### config.mk
export PLATFORM = sky130hd
export DESIGN_NAME = addrgen
export DESIGN_NICKNAME = d
export VERILOG_FILES = /design/src/hdl/addrgen_pkg.sv /design/src/hdl/addrgen_if.sv /design/src/hdl/addrgen.sv /design/src/hdl/ax_issuer.sv /design/src/hdl/stride_sequencer.sv /design/src/hdl/burst_sequencer.sv /design/src/hdl/insn_decoder.sv
export VERILOG_INCLUDE_DIRS = /design/src /design/src/hdl
export SDC_FILE = /design/constraint.sdc
export NUM_CORES = 1
export LEC_CHECK = 0
export BUFFER_PORTS_ARGS = -buffer_cell sky130_fd_sc_hd__buf_2
export CAP_MARGIN = 20
export CORE_MARGIN = 5
export CORE_UTILIZATION = 50
export CTS_CLUSTER_DIAMETER = 40
export CTS_CLUSTER_SIZE = 30
export DETAILED_ROUTE_END_ITERATION = 16
export HOLD_SLACK_MARGIN = 0.06
export PLACE_DENSITY_LB_ADDON = 0.1
export SLEW_MARGIN = 20
export SYNTH_ARGS = -nofsm -noshare
export SYNTH_HDL_FRONTEND = slang
export SYNTH_SLANG_ARGS = --single-unit
### constraint.sdc
create_clock -name clk_i -period 28.7 [get_ports clk_i]
set_input_delay 0 -clock clk_i [delete_from_list [all_inputs] [get_ports clk_i]]
set_output_delay 0 -clock clk_i [all_outputs]
set_load 0.005 [all_outputs]
### src/hdl/addrgen_cfg.svh
////////////////////////////////////////////////////////////
// Address generator configuration
// Bus geometry, burst limits and descriptor queue sizing
////////////////////////////////////////////////////////////

`ifndef ADDRGEN_CFG_SVH
`define ADDRGEN_CFG_SVH

// Byte address width
`define ADDRGEN_ADDR_W 32
// Vector length counter width in elements
`define ADDRGEN_LEN_W 16

// Data bus is 64 bits wide
`define ADDRGEN_DATA_BYTES 8
`define ADDRGEN_DATA_SIZE 3

// Longest INCR burst and page size
`define ADDRGEN_MAX_BEATS 256
`define ADDRGEN_PAGE_BITS 12

// Descriptors held for the load/store units
`define ADDRGEN_QUEUE_DEPTH 2

`endif
### src/hdl/addrgen_pkg.sv
////////////////////////////////////////////////////////////
// Address generator types
////////////////////////////////////////////////////////////

`default_nettype none

`include "addrgen_cfg.svh"

package addrgen_pkg;

  // Byte address and byte stride
  typedef logic [`ADDRGEN_ADDR_W-1:0] addr_t;
  typedef logic [`ADDRGEN_ADDR_W-1:0] stride_t;

  // Remaining elements of an instruction
  typedef logic [`ADDRGEN_LEN_W-1:0] vlen_t;

  // Burst length in beats minus one
  typedef logic [$clog2(`ADDRGEN_MAX_BEATS)-1:0] beat_len_t;

  // Log2 of bytes per beat or per element
  typedef logic [2:0] size_t;

  // Decoder FSM
  typedef enum logic [1:0] {
    DEC_IDLE,
    DEC_CHECK,
    DEC_BUSY
  } dec_state_e;

  // Sequencer FSM, shared by both sequencers
  typedef enum logic {
    SEQ_IDLE,
    SEQ_ISSUE
  } seq_state_e;

endpackage

`default_nettype wire

### src/hdl/addrgen_if.sv
////////////////////////////////////////////////////////////
// Internal links of the address generator
// Decoder to sequencer commands and sequencer to issuer requests
////////////////////////////////////////////////////////////

`timescale 1ns/1ps
`default_nettype none

// Instruction handed from the decoder to one sequencer
interface seq_if;
  import addrgen_pkg::*;

  // One-cycle load pulse
  logic    start;
  addr_t   addr;
  vlen_t   len;
  stride_t stride;
  size_t   vew;
  logic    is_load;
  // Pulses with the grant of the final request
  logic    done;

  modport decoder (output start, addr, len, stride, vew, is_load, input done);
  modport sequencer (input start, addr, len, stride, vew, is_load, output done);
endinterface

// Address request from a sequencer to the issuer
interface ax_if;
  import addrgen_pkg::*;

  // Fields hold while valid is high
  logic      valid;
  addr_t     addr;
  beat_len_t len;
  size_t     size;
  logic      is_load;
  // Request issued in this cycle
  logic      grant;

  modport sequencer (output valid, addr, len, size, is_load, input grant);
  modport issuer (input valid, addr, len, size, is_load, output grant);
endinterface

`default_nettype wire

### src/hdl/addrgen.sv
////////////////////////////////////////////////////////////
// Vector load/store address generator top level
////////////////////////////////////////////////////////////

`timescale 1ns/1ps
`default_nettype none

module addrgen (
  input  logic                   clk_i,
  input  logic                   rst_ni,
  // Instruction
  input  logic                   req_valid_i,
  input  addrgen_pkg::addr_t     req_addr_i,
  input  addrgen_pkg::vlen_t     req_len_i,
  input  addrgen_pkg::stride_t   req_stride_i,
  input  addrgen_pkg::size_t     req_vew_i,
  input  logic                   req_is_load_i,
  input  logic                   req_is_unit_i,
  output logic                   ack_o,
  output logic                   error_o,
  // AR channel
  output logic                   ar_valid_o,
  output addrgen_pkg::addr_t     ar_addr_o,
  output addrgen_pkg::beat_len_t ar_len_o,
  output addrgen_pkg::size_t     ar_size_o,
  input  logic                   ar_ready_i,
  // AW channel
  output logic                   aw_valid_o,
  output addrgen_pkg::addr_t     aw_addr_o,
  output addrgen_pkg::beat_len_t aw_len_o,
  output addrgen_pkg::size_t     aw_size_o,
  input  logic                   aw_ready_i,
  // Descriptors to the load/store units
  output logic                   desc_valid_o,
  output addrgen_pkg::addr_t     desc_addr_o,
  output addrgen_pkg::beat_len_t desc_len_o,
  output addrgen_pkg::size_t     desc_size_o,
  output logic                   desc_is_load_o,
  input  logic                   desc_ready_i
);

  // Decoder to sequencer commands
  seq_if burst_cmd ();
  seq_if stride_cmd ();
  // Sequencer to issuer requests
  ax_if  burst_req ();
  ax_if  stride_req ();

  insn_decoder i_decoder (
    .clk_i         (clk_i),
    .rst_ni        (rst_ni),
    .req_valid_i   (req_valid_i),
    .req_addr_i    (req_addr_i),
    .req_len_i     (req_len_i),
    .req_stride_i  (req_stride_i),
    .req_vew_i     (req_vew_i),
    .req_is_load_i (req_is_load_i),
    .req_is_unit_i (req_is_unit_i),
    .burst_o       (burst_cmd),
    .stride_o      (stride_cmd),
    .ack_o         (ack_o),
    .error_o       (error_o)
  );

  burst_sequencer i_burst_seq (
    .clk_i  (clk_i),
    .rst_ni (rst_ni),
    .cmd_i  (burst_cmd),
    .ax_o   (burst_req)
  );

  stride_sequencer i_stride_seq (
    .clk_i  (clk_i),
    .rst_ni (rst_ni),
    .cmd_i  (stride_cmd),
    .ax_o   (stride_req)
  );

  ax_issuer i_issuer (
    .clk_i          (clk_i),
    .rst_ni         (rst_ni),
    .burst_i        (burst_req),
    .stride_i       (stride_req),
    .ar_valid_o     (ar_valid_o),
    .ar_addr_o      (ar_addr_o),
    .ar_len_o       (ar_len_o),
    .ar_size_o      (ar_size_o),
    .ar_ready_i     (ar_ready_i),
    .aw_valid_o     (aw_valid_o),
    .aw_addr_o      (aw_addr_o),
    .aw_len_o       (aw_len_o),
    .aw_size_o      (aw_size_o),
    .aw_ready_i     (aw_ready_i),
    .desc_valid_o   (desc_valid_o),
    .desc_addr_o    (desc_addr_o),
    .desc_len_o     (desc_len_o),
    .desc_size_o    (desc_size_o),
    .desc_is_load_o (desc_is_load_o),
    .desc_ready_i   (desc_ready_i)
  );

endmodule

`default_nettype wire

### src/hdl/ax_issuer.sv
////////////////////////////////////////////////////////////
// Request issuer
// Orders AR/AW requests and queues descriptors for the LSUs
////////////////////////////////////////////////////////////

`timescale 1ns/1ps
`default_nettype none

`include "addrgen_cfg.svh"

module ax_issuer (
  input  logic                   clk_i,
  input  logic                   rst_ni,
  ax_if.issuer                   burst_i,
  ax_if.issuer                   stride_i,
  output logic                   ar_valid_o,
  output addrgen_pkg::addr_t     ar_addr_o,
  output addrgen_pkg::beat_len_t ar_len_o,
  output addrgen_pkg::size_t     ar_size_o,
  input  logic                   ar_ready_i,
  output logic                   aw_valid_o,
  output addrgen_pkg::addr_t     aw_addr_o,
  output addrgen_pkg::beat_len_t aw_len_o,
  output addrgen_pkg::size_t     aw_size_o,
  input  logic                   aw_ready_i,
  output logic                   desc_valid_o,
  output addrgen_pkg::addr_t     desc_addr_o,
  output addrgen_pkg::beat_len_t desc_len_o,
  output addrgen_pkg::size_t     desc_size_o,
  output logic                   desc_is_load_o,
  input  logic                   desc_ready_i
);
  import addrgen_pkg::*;

  localparam int unsigned DEPTH = `ADDRGEN_QUEUE_DEPTH;
  localparam int unsigned PTR_W = (DEPTH > 1) ? $clog2(DEPTH) : 1;
  localparam int unsigned CNT_W = $clog2(DEPTH + 1);

  // Selected request, at most one sequencer is active
  logic      req_valid;
  addr_t     req_addr;
  beat_len_t req_len;
  size_t     req_size;
  logic      req_is_load;

  logic order_ok;
  logic chan_ready;
  logic q_full;
  logic q_empty;
  logic grant;
  logic pop;

  // Descriptor queue storage
  addr_t            q_addr [DEPTH];
  beat_len_t        q_len  [DEPTH];
  size_t            q_size [DEPTH];
  logic             q_load [DEPTH];
  logic [PTR_W-1:0] wr_ptr_q;
  logic [PTR_W-1:0] rd_ptr_q;
  logic [CNT_W-1:0] count_q;

  ////////////////////////////////////////////////////////////
  // Arbitration and channel drive
  ////////////////////////////////////////////////////////////

  assign req_valid   = burst_i.valid || stride_i.valid;
  assign req_addr    = burst_i.valid ? burst_i.addr : stride_i.addr;
  assign req_len     = burst_i.valid ? burst_i.len : stride_i.len;
  assign req_size    = burst_i.valid ? burst_i.size : stride_i.size;
  assign req_is_load = burst_i.valid ? burst_i.is_load : stride_i.is_load;

  assign q_empty = (count_q == '0);
  assign q_full  = (count_q == CNT_W'(DEPTH));

  // Switching channels waits for the queue to drain
  assign order_ok   = q_empty || (q_load[rd_ptr_q] == req_is_load);
  assign chan_ready = req_is_load ? ar_ready_i : aw_ready_i;
  assign grant      = req_valid && !q_full && order_ok && chan_ready;

  assign burst_i.grant  = grant && burst_i.valid;
  assign stride_i.grant = grant && !burst_i.valid;

  // Valid only in the issuing cycle
  assign ar_valid_o = grant && req_is_load;
  assign ar_addr_o  = req_addr;
  assign ar_len_o   = req_len;
  assign ar_size_o  = req_size;
  assign aw_valid_o = grant && !req_is_load;
  assign aw_addr_o  = req_addr;
  assign aw_len_o   = req_len;
  assign aw_size_o  = req_size;

  ////////////////////////////////////////////////////////////
  // Descriptor queue
  ////////////////////////////////////////////////////////////

  assign desc_valid_o   = !q_empty;
  assign desc_addr_o    = q_addr[rd_ptr_q];
  assign desc_len_o     = q_len[rd_ptr_q];
  assign desc_size_o    = q_size[rd_ptr_q];
  assign desc_is_load_o = q_load[rd_ptr_q];

  assign pop = desc_valid_o && desc_ready_i;

  always_ff @(posedge clk_i or negedge rst_ni) begin
    if (!rst_ni) begin
      wr_ptr_q <= '0;
      rd_ptr_q <= '0;
      count_q  <= '0;
    end else begin
      if (grant) begin
        wr_ptr_q <= (wr_ptr_q == PTR_W'(DEPTH - 1)) ? '0 : wr_ptr_q + 1'b1;
      end
      if (pop) begin
        rd_ptr_q <= (rd_ptr_q == PTR_W'(DEPTH - 1)) ? '0 : rd_ptr_q + 1'b1;
      end
      // Push and pop together keep the count
      if (grant && !pop) begin
        count_q <= count_q + 1'b1;
      end else if (pop && !grant) begin
        count_q <= count_q - 1'b1;
      end
    end
  end

  // Every grant writes one descriptor
  always_ff @(posedge clk_i) begin
    if (grant) begin
      q_addr[wr_ptr_q] <= req_addr;
      q_len[wr_ptr_q]  <= req_len;
      q_size[wr_ptr_q] <= req_size;
      q_load[wr_ptr_q] <= req_is_load;
    end
  end

endmodule

`default_nettype wire

### src/hdl/stride_sequencer.sv
////////////////////////////////////////////////////////////
// Stride sequencer
// One single-beat request per element
////////////////////////////////////////////////////////////

`timescale 1ns/1ps
`default_nettype none

module stride_sequencer (
  input  logic      clk_i,
  input  logic      rst_ni,
  seq_if.sequencer  cmd_i,
  ax_if.sequencer   ax_o
);
  import addrgen_pkg::*;

  seq_state_e state_q;

  addr_t   addr_q;
  vlen_t   rem_q;
  stride_t stride_q;
  size_t   vew_q;
  logic    is_load_q;
  logic    grant_last;

  // Element-sized single beats
  assign ax_o.valid   = (state_q == SEQ_ISSUE);
  assign ax_o.addr    = addr_q;
  assign ax_o.len     = '0;
  assign ax_o.size    = vew_q;
  assign ax_o.is_load = is_load_q;

  // Last element leaves with this grant
  assign grant_last = ax_o.grant && (rem_q == vlen_t'(1));
  assign cmd_i.done = grant_last;

  always_ff @(posedge clk_i or negedge rst_ni) begin
    if (!rst_ni) begin
      state_q <= SEQ_IDLE;
    end else begin
      case (state_q)
        SEQ_IDLE:  if (cmd_i.start) state_q <= SEQ_ISSUE;
        SEQ_ISSUE: if (grant_last) state_q <= SEQ_IDLE;
        default:   state_q <= SEQ_IDLE;
      endcase
    end
  end

  always_ff @(posedge clk_i) begin
    if (cmd_i.start) begin
      addr_q    <= cmd_i.addr;
      rem_q     <= cmd_i.len;
      stride_q  <= cmd_i.stride;
      vew_q     <= cmd_i.vew;
      is_load_q <= cmd_i.is_load;
    end else if (ax_o.grant) begin
      // Step to the next element
      addr_q <= addr_q + stride_q;
      rem_q  <= rem_q - vlen_t'(1);
    end
  end

endmodule

`default_nettype wire

### src/hdl/burst_sequencer.sv
////////////////////////////////////////////////////////////
// Burst sequencer for unit-stride accesses
// Cuts INCR bursts at 256 beats and at 4 KiB pages
////////////////////////////////////////////////////////////

`timescale 1ns/1ps
`default_nettype none

`include "addrgen_cfg.svh"

module burst_sequencer (
  input  logic      clk_i,
  input  logic      rst_ni,
  seq_if.sequencer  cmd_i,
  ax_if.sequencer   ax_o
);
  import addrgen_pkg::*;

  // Largest burst in bytes
  localparam addr_t MAX_BYTES = addr_t'(`ADDRGEN_MAX_BEATS * `ADDRGEN_DATA_BYTES);
  localparam addr_t BEAT_MASK = addr_t'(`ADDRGEN_DATA_BYTES - 1);
  localparam addr_t PAGE_MASK = addr_t'((1 << `ADDRGEN_PAGE_BITS) - 1);

  seq_state_e state_q;

  // Current instruction
  addr_t addr_q;
  vlen_t rem_q;
  size_t vew_q;
  logic  is_load_q;

  // Burst geometry for the current address
  addr_t start_al;
  addr_t rem_bytes;
  addr_t end_raw;
  addr_t end_lim;
  addr_t end_addr;
  addr_t consumed;
  vlen_t rem_next;
  logic  grant_last;

  ////////////////////////////////////////////////////////////
  // Burst bounds
  ////////////////////////////////////////////////////////////

  always_comb begin
    start_al  = addr_q & ~BEAT_MASK;
    rem_bytes = addr_t'(rem_q) << vew_q;
    if (rem_bytes > MAX_BYTES) begin
      rem_bytes = MAX_BYTES;
    end
    // Last byte of the final beat
    end_raw  = ((addr_q + rem_bytes - addr_t'(1)) & ~BEAT_MASK) + BEAT_MASK;
    // Unaligned start may not stretch past 256 beats
    end_lim  = start_al + MAX_BYTES - addr_t'(1);
    end_addr = (end_raw > end_lim) ? end_lim : end_raw;
    // Stay inside the start's page
    if ((end_addr & ~PAGE_MASK) != (start_al & ~PAGE_MASK)) begin
      end_addr = start_al | PAGE_MASK;
    end
    // Elements covered by this burst, saturating
    consumed = (end_addr - addr_q + addr_t'(1)) >> vew_q;
    rem_next = (addr_t'(rem_q) > consumed) ? rem_q - vlen_t'(consumed) : '0;
  end

  assign ax_o.valid   = (state_q == SEQ_ISSUE);
  assign ax_o.addr    = addr_q;
  assign ax_o.len     = beat_len_t'((end_addr - start_al) >> `ADDRGEN_DATA_SIZE);
  assign ax_o.size    = size_t'(`ADDRGEN_DATA_SIZE);
  assign ax_o.is_load = is_load_q;

  assign grant_last = ax_o.grant && (rem_next == '0);
  assign cmd_i.done = grant_last;

  always_ff @(posedge clk_i or negedge rst_ni) begin
    if (!rst_ni) begin
      state_q <= SEQ_IDLE;
    end else begin
      case (state_q)
        SEQ_IDLE:  if (cmd_i.start) state_q <= SEQ_ISSUE;
        SEQ_ISSUE: if (grant_last) state_q <= SEQ_IDLE;
        default:   state_q <= SEQ_IDLE;
      endcase
    end
  end

  // Next burst starts right after this one ends
  always_ff @(posedge clk_i) begin
    if (cmd_i.start) begin
      addr_q    <= cmd_i.addr;
      rem_q     <= cmd_i.len;
      vew_q     <= cmd_i.vew;
      is_load_q <= cmd_i.is_load;
    end else if (ax_o.grant) begin
      addr_q <= end_addr + addr_t'(1);
      rem_q  <= rem_next;
    end
  end

endmodule

`default_nettype wire

### src/hdl/insn_decoder.sv
////////////////////////////////////////////////////////////
// Instruction decoder
// Checks base alignment and dispatches to a sequencer
////////////////////////////////////////////////////////////

`timescale 1ns/1ps
`default_nettype none

module insn_decoder (
  input  logic                 clk_i,
  input  logic                 rst_ni,
  input  logic                 req_valid_i,
  input  addrgen_pkg::addr_t   req_addr_i,
  input  addrgen_pkg::vlen_t   req_len_i,
  input  addrgen_pkg::stride_t req_stride_i,
  input  addrgen_pkg::size_t   req_vew_i,
  input  logic                 req_is_load_i,
  input  logic                 req_is_unit_i,
  seq_if.decoder               burst_o,
  seq_if.decoder               stride_o,
  output logic                 ack_o,
  output logic                 error_o
);
  import addrgen_pkg::*;

  dec_state_e state_q, state_d;
  addr_t      vew_mask;
  logic       misaligned;
  // Sequencer finished, acknowledge in the next cycle
  logic       done_q;

  // Low vew bits of the base must be zero
  assign vew_mask   = (addr_t'(1) << req_vew_i) - addr_t'(1);
  assign misaligned = |(req_addr_i & vew_mask);

  // Inputs stay stable until ack, so both sequencers see them directly
  assign burst_o.addr     = req_addr_i;
  assign burst_o.len      = req_len_i;
  assign burst_o.stride   = req_stride_i;
  assign burst_o.vew      = req_vew_i;
  assign burst_o.is_load  = req_is_load_i;
  assign stride_o.addr    = req_addr_i;
  assign stride_o.len     = req_len_i;
  assign stride_o.stride  = req_stride_i;
  assign stride_o.vew     = req_vew_i;
  assign stride_o.is_load = req_is_load_i;

  always_comb begin
    state_d        = state_q;
    burst_o.start  = 1'b0;
    stride_o.start = 1'b0;
    ack_o          = 1'b0;
    error_o        = 1'b0;
    case (state_q)
      DEC_IDLE: begin
        if (req_valid_i) begin
          state_d = DEC_CHECK;
        end
      end
      DEC_CHECK: begin
        if (misaligned) begin
          // Reject without any request
          ack_o   = 1'b1;
          error_o = 1'b1;
          state_d = DEC_IDLE;
        end else begin
          // Unit-stride goes to the burst path
          burst_o.start  = req_is_unit_i;
          stride_o.start = !req_is_unit_i;
          state_d        = DEC_BUSY;
        end
      end
      DEC_BUSY: begin
        if (done_q) begin
          ack_o   = 1'b1;
          state_d = DEC_IDLE;
        end
      end
      default: state_d = DEC_IDLE;
    endcase
  end

  always_ff @(posedge clk_i or negedge rst_ni) begin
    if (!rst_ni) begin
      state_q <= DEC_IDLE;
      done_q  <= 1'b0;
    end else begin
      state_q <= state_d;
      // Only the started sequencer can pulse done
      done_q  <= (state_q == DEC_BUSY) && !done_q && (burst_o.done || stride_o.done);
    end
  end

endmodule

`default_nettype wire

==> summary.md <==
| Metric | Value |
|---|---|
| Crit path max fanout | 31 |
| Post-synthesis cell type count | 100 |
| Gr ovfl total | 0 |
| Residual DRC count | 0 |
| Cts repair resizes | 0 |
| Drt pass-1 iters | 6 |
| CP Data Required Time | between 20 and 30 ns |
| Clock latency on the worst-skew pair | 0.52 ns |
| Fill cells | 3,639 |
| Rows | 74 |
| Starting Density | 0.503 |
| Vias in the first global route | around 17,000 |
| DR iter-0 viols | 1,452 |
| Leakage power | 0.0100 uW |
| Clock slew seen by the registers of the worst setup and hold paths | about 0.060 ns |
| Fraction of registers with async set/reset | 0.0386 |
| Ranking of synthesized cells by area | edfxtp_1, ha_1, xnor2_1 |
| Post-DP Area | about 22,000 sq um |
| Worst path depth | 64 |
| CP Launch Point | i_burst_seq.vew_q[1] |
| PwrDens | 91.5 nW/um^2 |
| Yosys reg bits | roughly 230 |
| Worst reg2reg path endpoint | i_decoder.done_q |
| Util after Layout | 0.585 |
| Die Ht | ~210 um |
| Share of post-route cells with drive strength above 1 | 0.179 |
| GPL Wtd Cong | 0.982 |
| Setup violations, final | 0 |
| Port bufs | 225 |
| Status | completed |
| Die X | about 210 um |
| R2R Path Start | i_burst_seq.vew_q[1] |
| Vias | 17,700 |
| Syn Inst Count | 2,200 |
| Syn_area_per_cell | 9.32 sq um |
| Design Area, Final | 23,800 sq um |
| Syn Std Cell Area | 20,500 sq um |
| Crit path buf inv count | 8 |
| Max clock buf depth | 3 |
| CP dominant cell by count | a21oi_1 |
| Hold_buf cts | 88 |
| Setup repair after global routing missed its margin | false |
| Total track usage | 0.269 |
| Worst EP arrival | 16.85 ns |
| Worst-margin pin slew | 1.09 ns |
| # IOs | 226 |
| Die area | 45,100 sq um |
| Largest delay share family, worst path | compound AO/OA/AOI/OAI gates |
| Commonest non-fill, non-tap cell in the layout | buf_2 |
| Critical-path top delay cell | o311ai_0 |
| Commonest non-fill, non-tap cells in the layout | buf_2, edfxtp_1, ha_1 |
| Initial antenna violation count | 1 |
| Syn. warnings | 0 |
| CTS root buf | clkbuf_16 |
| Nets | 2,753 |
| Clock buffer count from CTS | 36 |
| Antenna viol nets, final | 0 |
| Diode count | 0 |
| CTS tree | done |
| Clk sinks | 233 |
| Sequential area share after synthesis | 0.339 |
| Final hold vios | 0 |
| Hpwl dp | 49,300 um |
| CP Class | reg2reg |
| Register area | 6950 sq um |
| Number of synthesized flops with an enable pin | approximately 220 |
| R2r worst-path depth | 64 |
| P&R area growth vs syn | 16.3% |
| Post-DR vias/cell | about 5.9 |
| Final Cycle Share | 0.575 |
| Slew headroom | 0.266 |
| Yosys top cell area share | 0.328 |
| Peak supply drop | between 90 and 100 uV |
| Final setup TNS | 0 ns |
| Max_cap viols | 0 |
| Slowest stage delay, CP | 1.00 ns |
| FF-to-FF setup slack | 12.21 ns |
| Max-slew violations | 0 |
| Area of the multi-input gates | about 12,000 sq um |
| Top FF cell, synth | edfxtp_1 |
| Critical Path Sink | i_decoder.done_q |
| CP startpoint kind | flop |
| H-tree depth | 2 |
| Crit. End Element | flop |
| Setup Skew | a little under 0.02 ns |
| Largest area contributor in the synthesized netlist | edfxtp_1 |
| Post-Route WL | 63,600 um |
| F_max | 0.0606 GHz |
| Fin crit period | 16.49 ns |
| Tightest Hold Check Type | in2reg |
| WL per Instance | 21.2 um |
| Hold WS | approximately 0.058 ns |
| Core Region | 40,700 sq um |
| Largest net degree at the start of global routing | 70 |
| Post-CTS Setup Inserts | 0 |
| First-pass GRT wire length | 96,100 um |
report_power, final:
group,switching [uW],total (uW),internal (uW)
Sequential,53.9,564,510
Clock,166,419,253
Combinational,699,1200,498
Total,919,2180,1260
layout make-up:
class | count | share of cell area
timing repair buffer | 334 | 0.0914
tap | 532 | 0.0279
clock buffer | 38 | 0.0381
inverter | 161 | 0.0254
sequential | 233 | 0.292
multi-input combinational | 1683 | 0.515
clock inverter | 25 | 0.0102
cells by family (layout without fill, tap and decap cells):
kind of cell,after synthesis,count (layout),synth area share
fa+ha+maj,213,213,0.133
buf+inv,294,558,0.0653
flops,233,233,0.339
other cells,1,11,0.000183
simple gates,656,656,0.159
xor+xnor,160,160,0.0714
compound gates,516,516,0.160
mux,127,127,0.0723
worst min-delay path by stage:
| stage | startpoint | to | slack, ns | cells after the start |
|---|---|---|---|---|
| 2_1_floorplan | rst_ni | i_burst_seq.ax_o.valid | -0.30 | 0 |
| 3_3_place_gp | rst_ni | i_issuer.count_q[1] | -0.14 | 1 |
| 3_5_place_dp | rst_ni | i_issuer.count_q[1] | -0.14 | 1 |
| 4_1_cts | req_stride_i[22] | i_stride_seq.stride_q[22] | 0.16 | 2 |
| 5_1_grt | ar_ready_i | i_issuer.wr_ptr_q | 0.07 | 3 |
| 6_report | ar_ready_i | i_issuer.wr_ptr_q | 0.06 | 3 |
metal layers:
layer / vias to the layer above / share of wire / GRT usage
met5: - / 0 / 0
met4: 0 / 0.030 / 0.0797
met3: 118 / 0.073 / 0.0459
met2: 652 / 0.47 / 0.443
met1: 8481 / 0.43 / 0.366
li1: 8437 / - / -
tightest hold or removal path, stage by stage:
cell and delay, ns:
buf_2 0.09, o21ai_1 0.24, xnor2_1 0.20
metrics by stage:
step	cells	power [uW]	setup WS [ns]
final	3006	2180	12.21
after global placement	2854	1720	13.02
after detailed placement	2855	1740	12.53
after global routing	3006	2330	11.17
after floorplan	2210	1410	15.69
after CTS	3006	2180	12.43
registers in the layout, indices dropped and copies added (netlist names), 2 cells and up:
name,count
i_issuer.q_addr,64
i_stride_seq.ax_o.addr,32
i_stride_seq.stride_q,32
i_issuer.count_q,2
i_burst_seq.vew_q,3
i_burst_seq.rem_q,16
i_burst_seq.ax_o.addr,32
i_issuer.q_len,16
i_issuer.q_size,6
i_stride_seq.ax_o.size,3
i_stride_seq.rem_q,16
i_issuer.q_load,2
i_decoder.state_q,2
cell usage after synthesis, types with 19 or more instances:
cell,number
a21o_1,46
a21oi_1,157
a31oi_1,27
and2_1,27
and3_1,20
buf_4,45
clkbuf_1,68
edfxtp_1,224
ha_1,205
inv_1,154
mux2_2,87
mux2i_1,33
nand2_1,192
nand2b_1,29
nand3_1,48
nand4_1,26
nor2_1,147
nor2b_1,32
nor3_1,43
nor4_1,22
o21a_1,19
o21ai_0,134
xnor2_1,112
xor2_1,43
No activity file was read; power rests on OpenSTA's default activity.
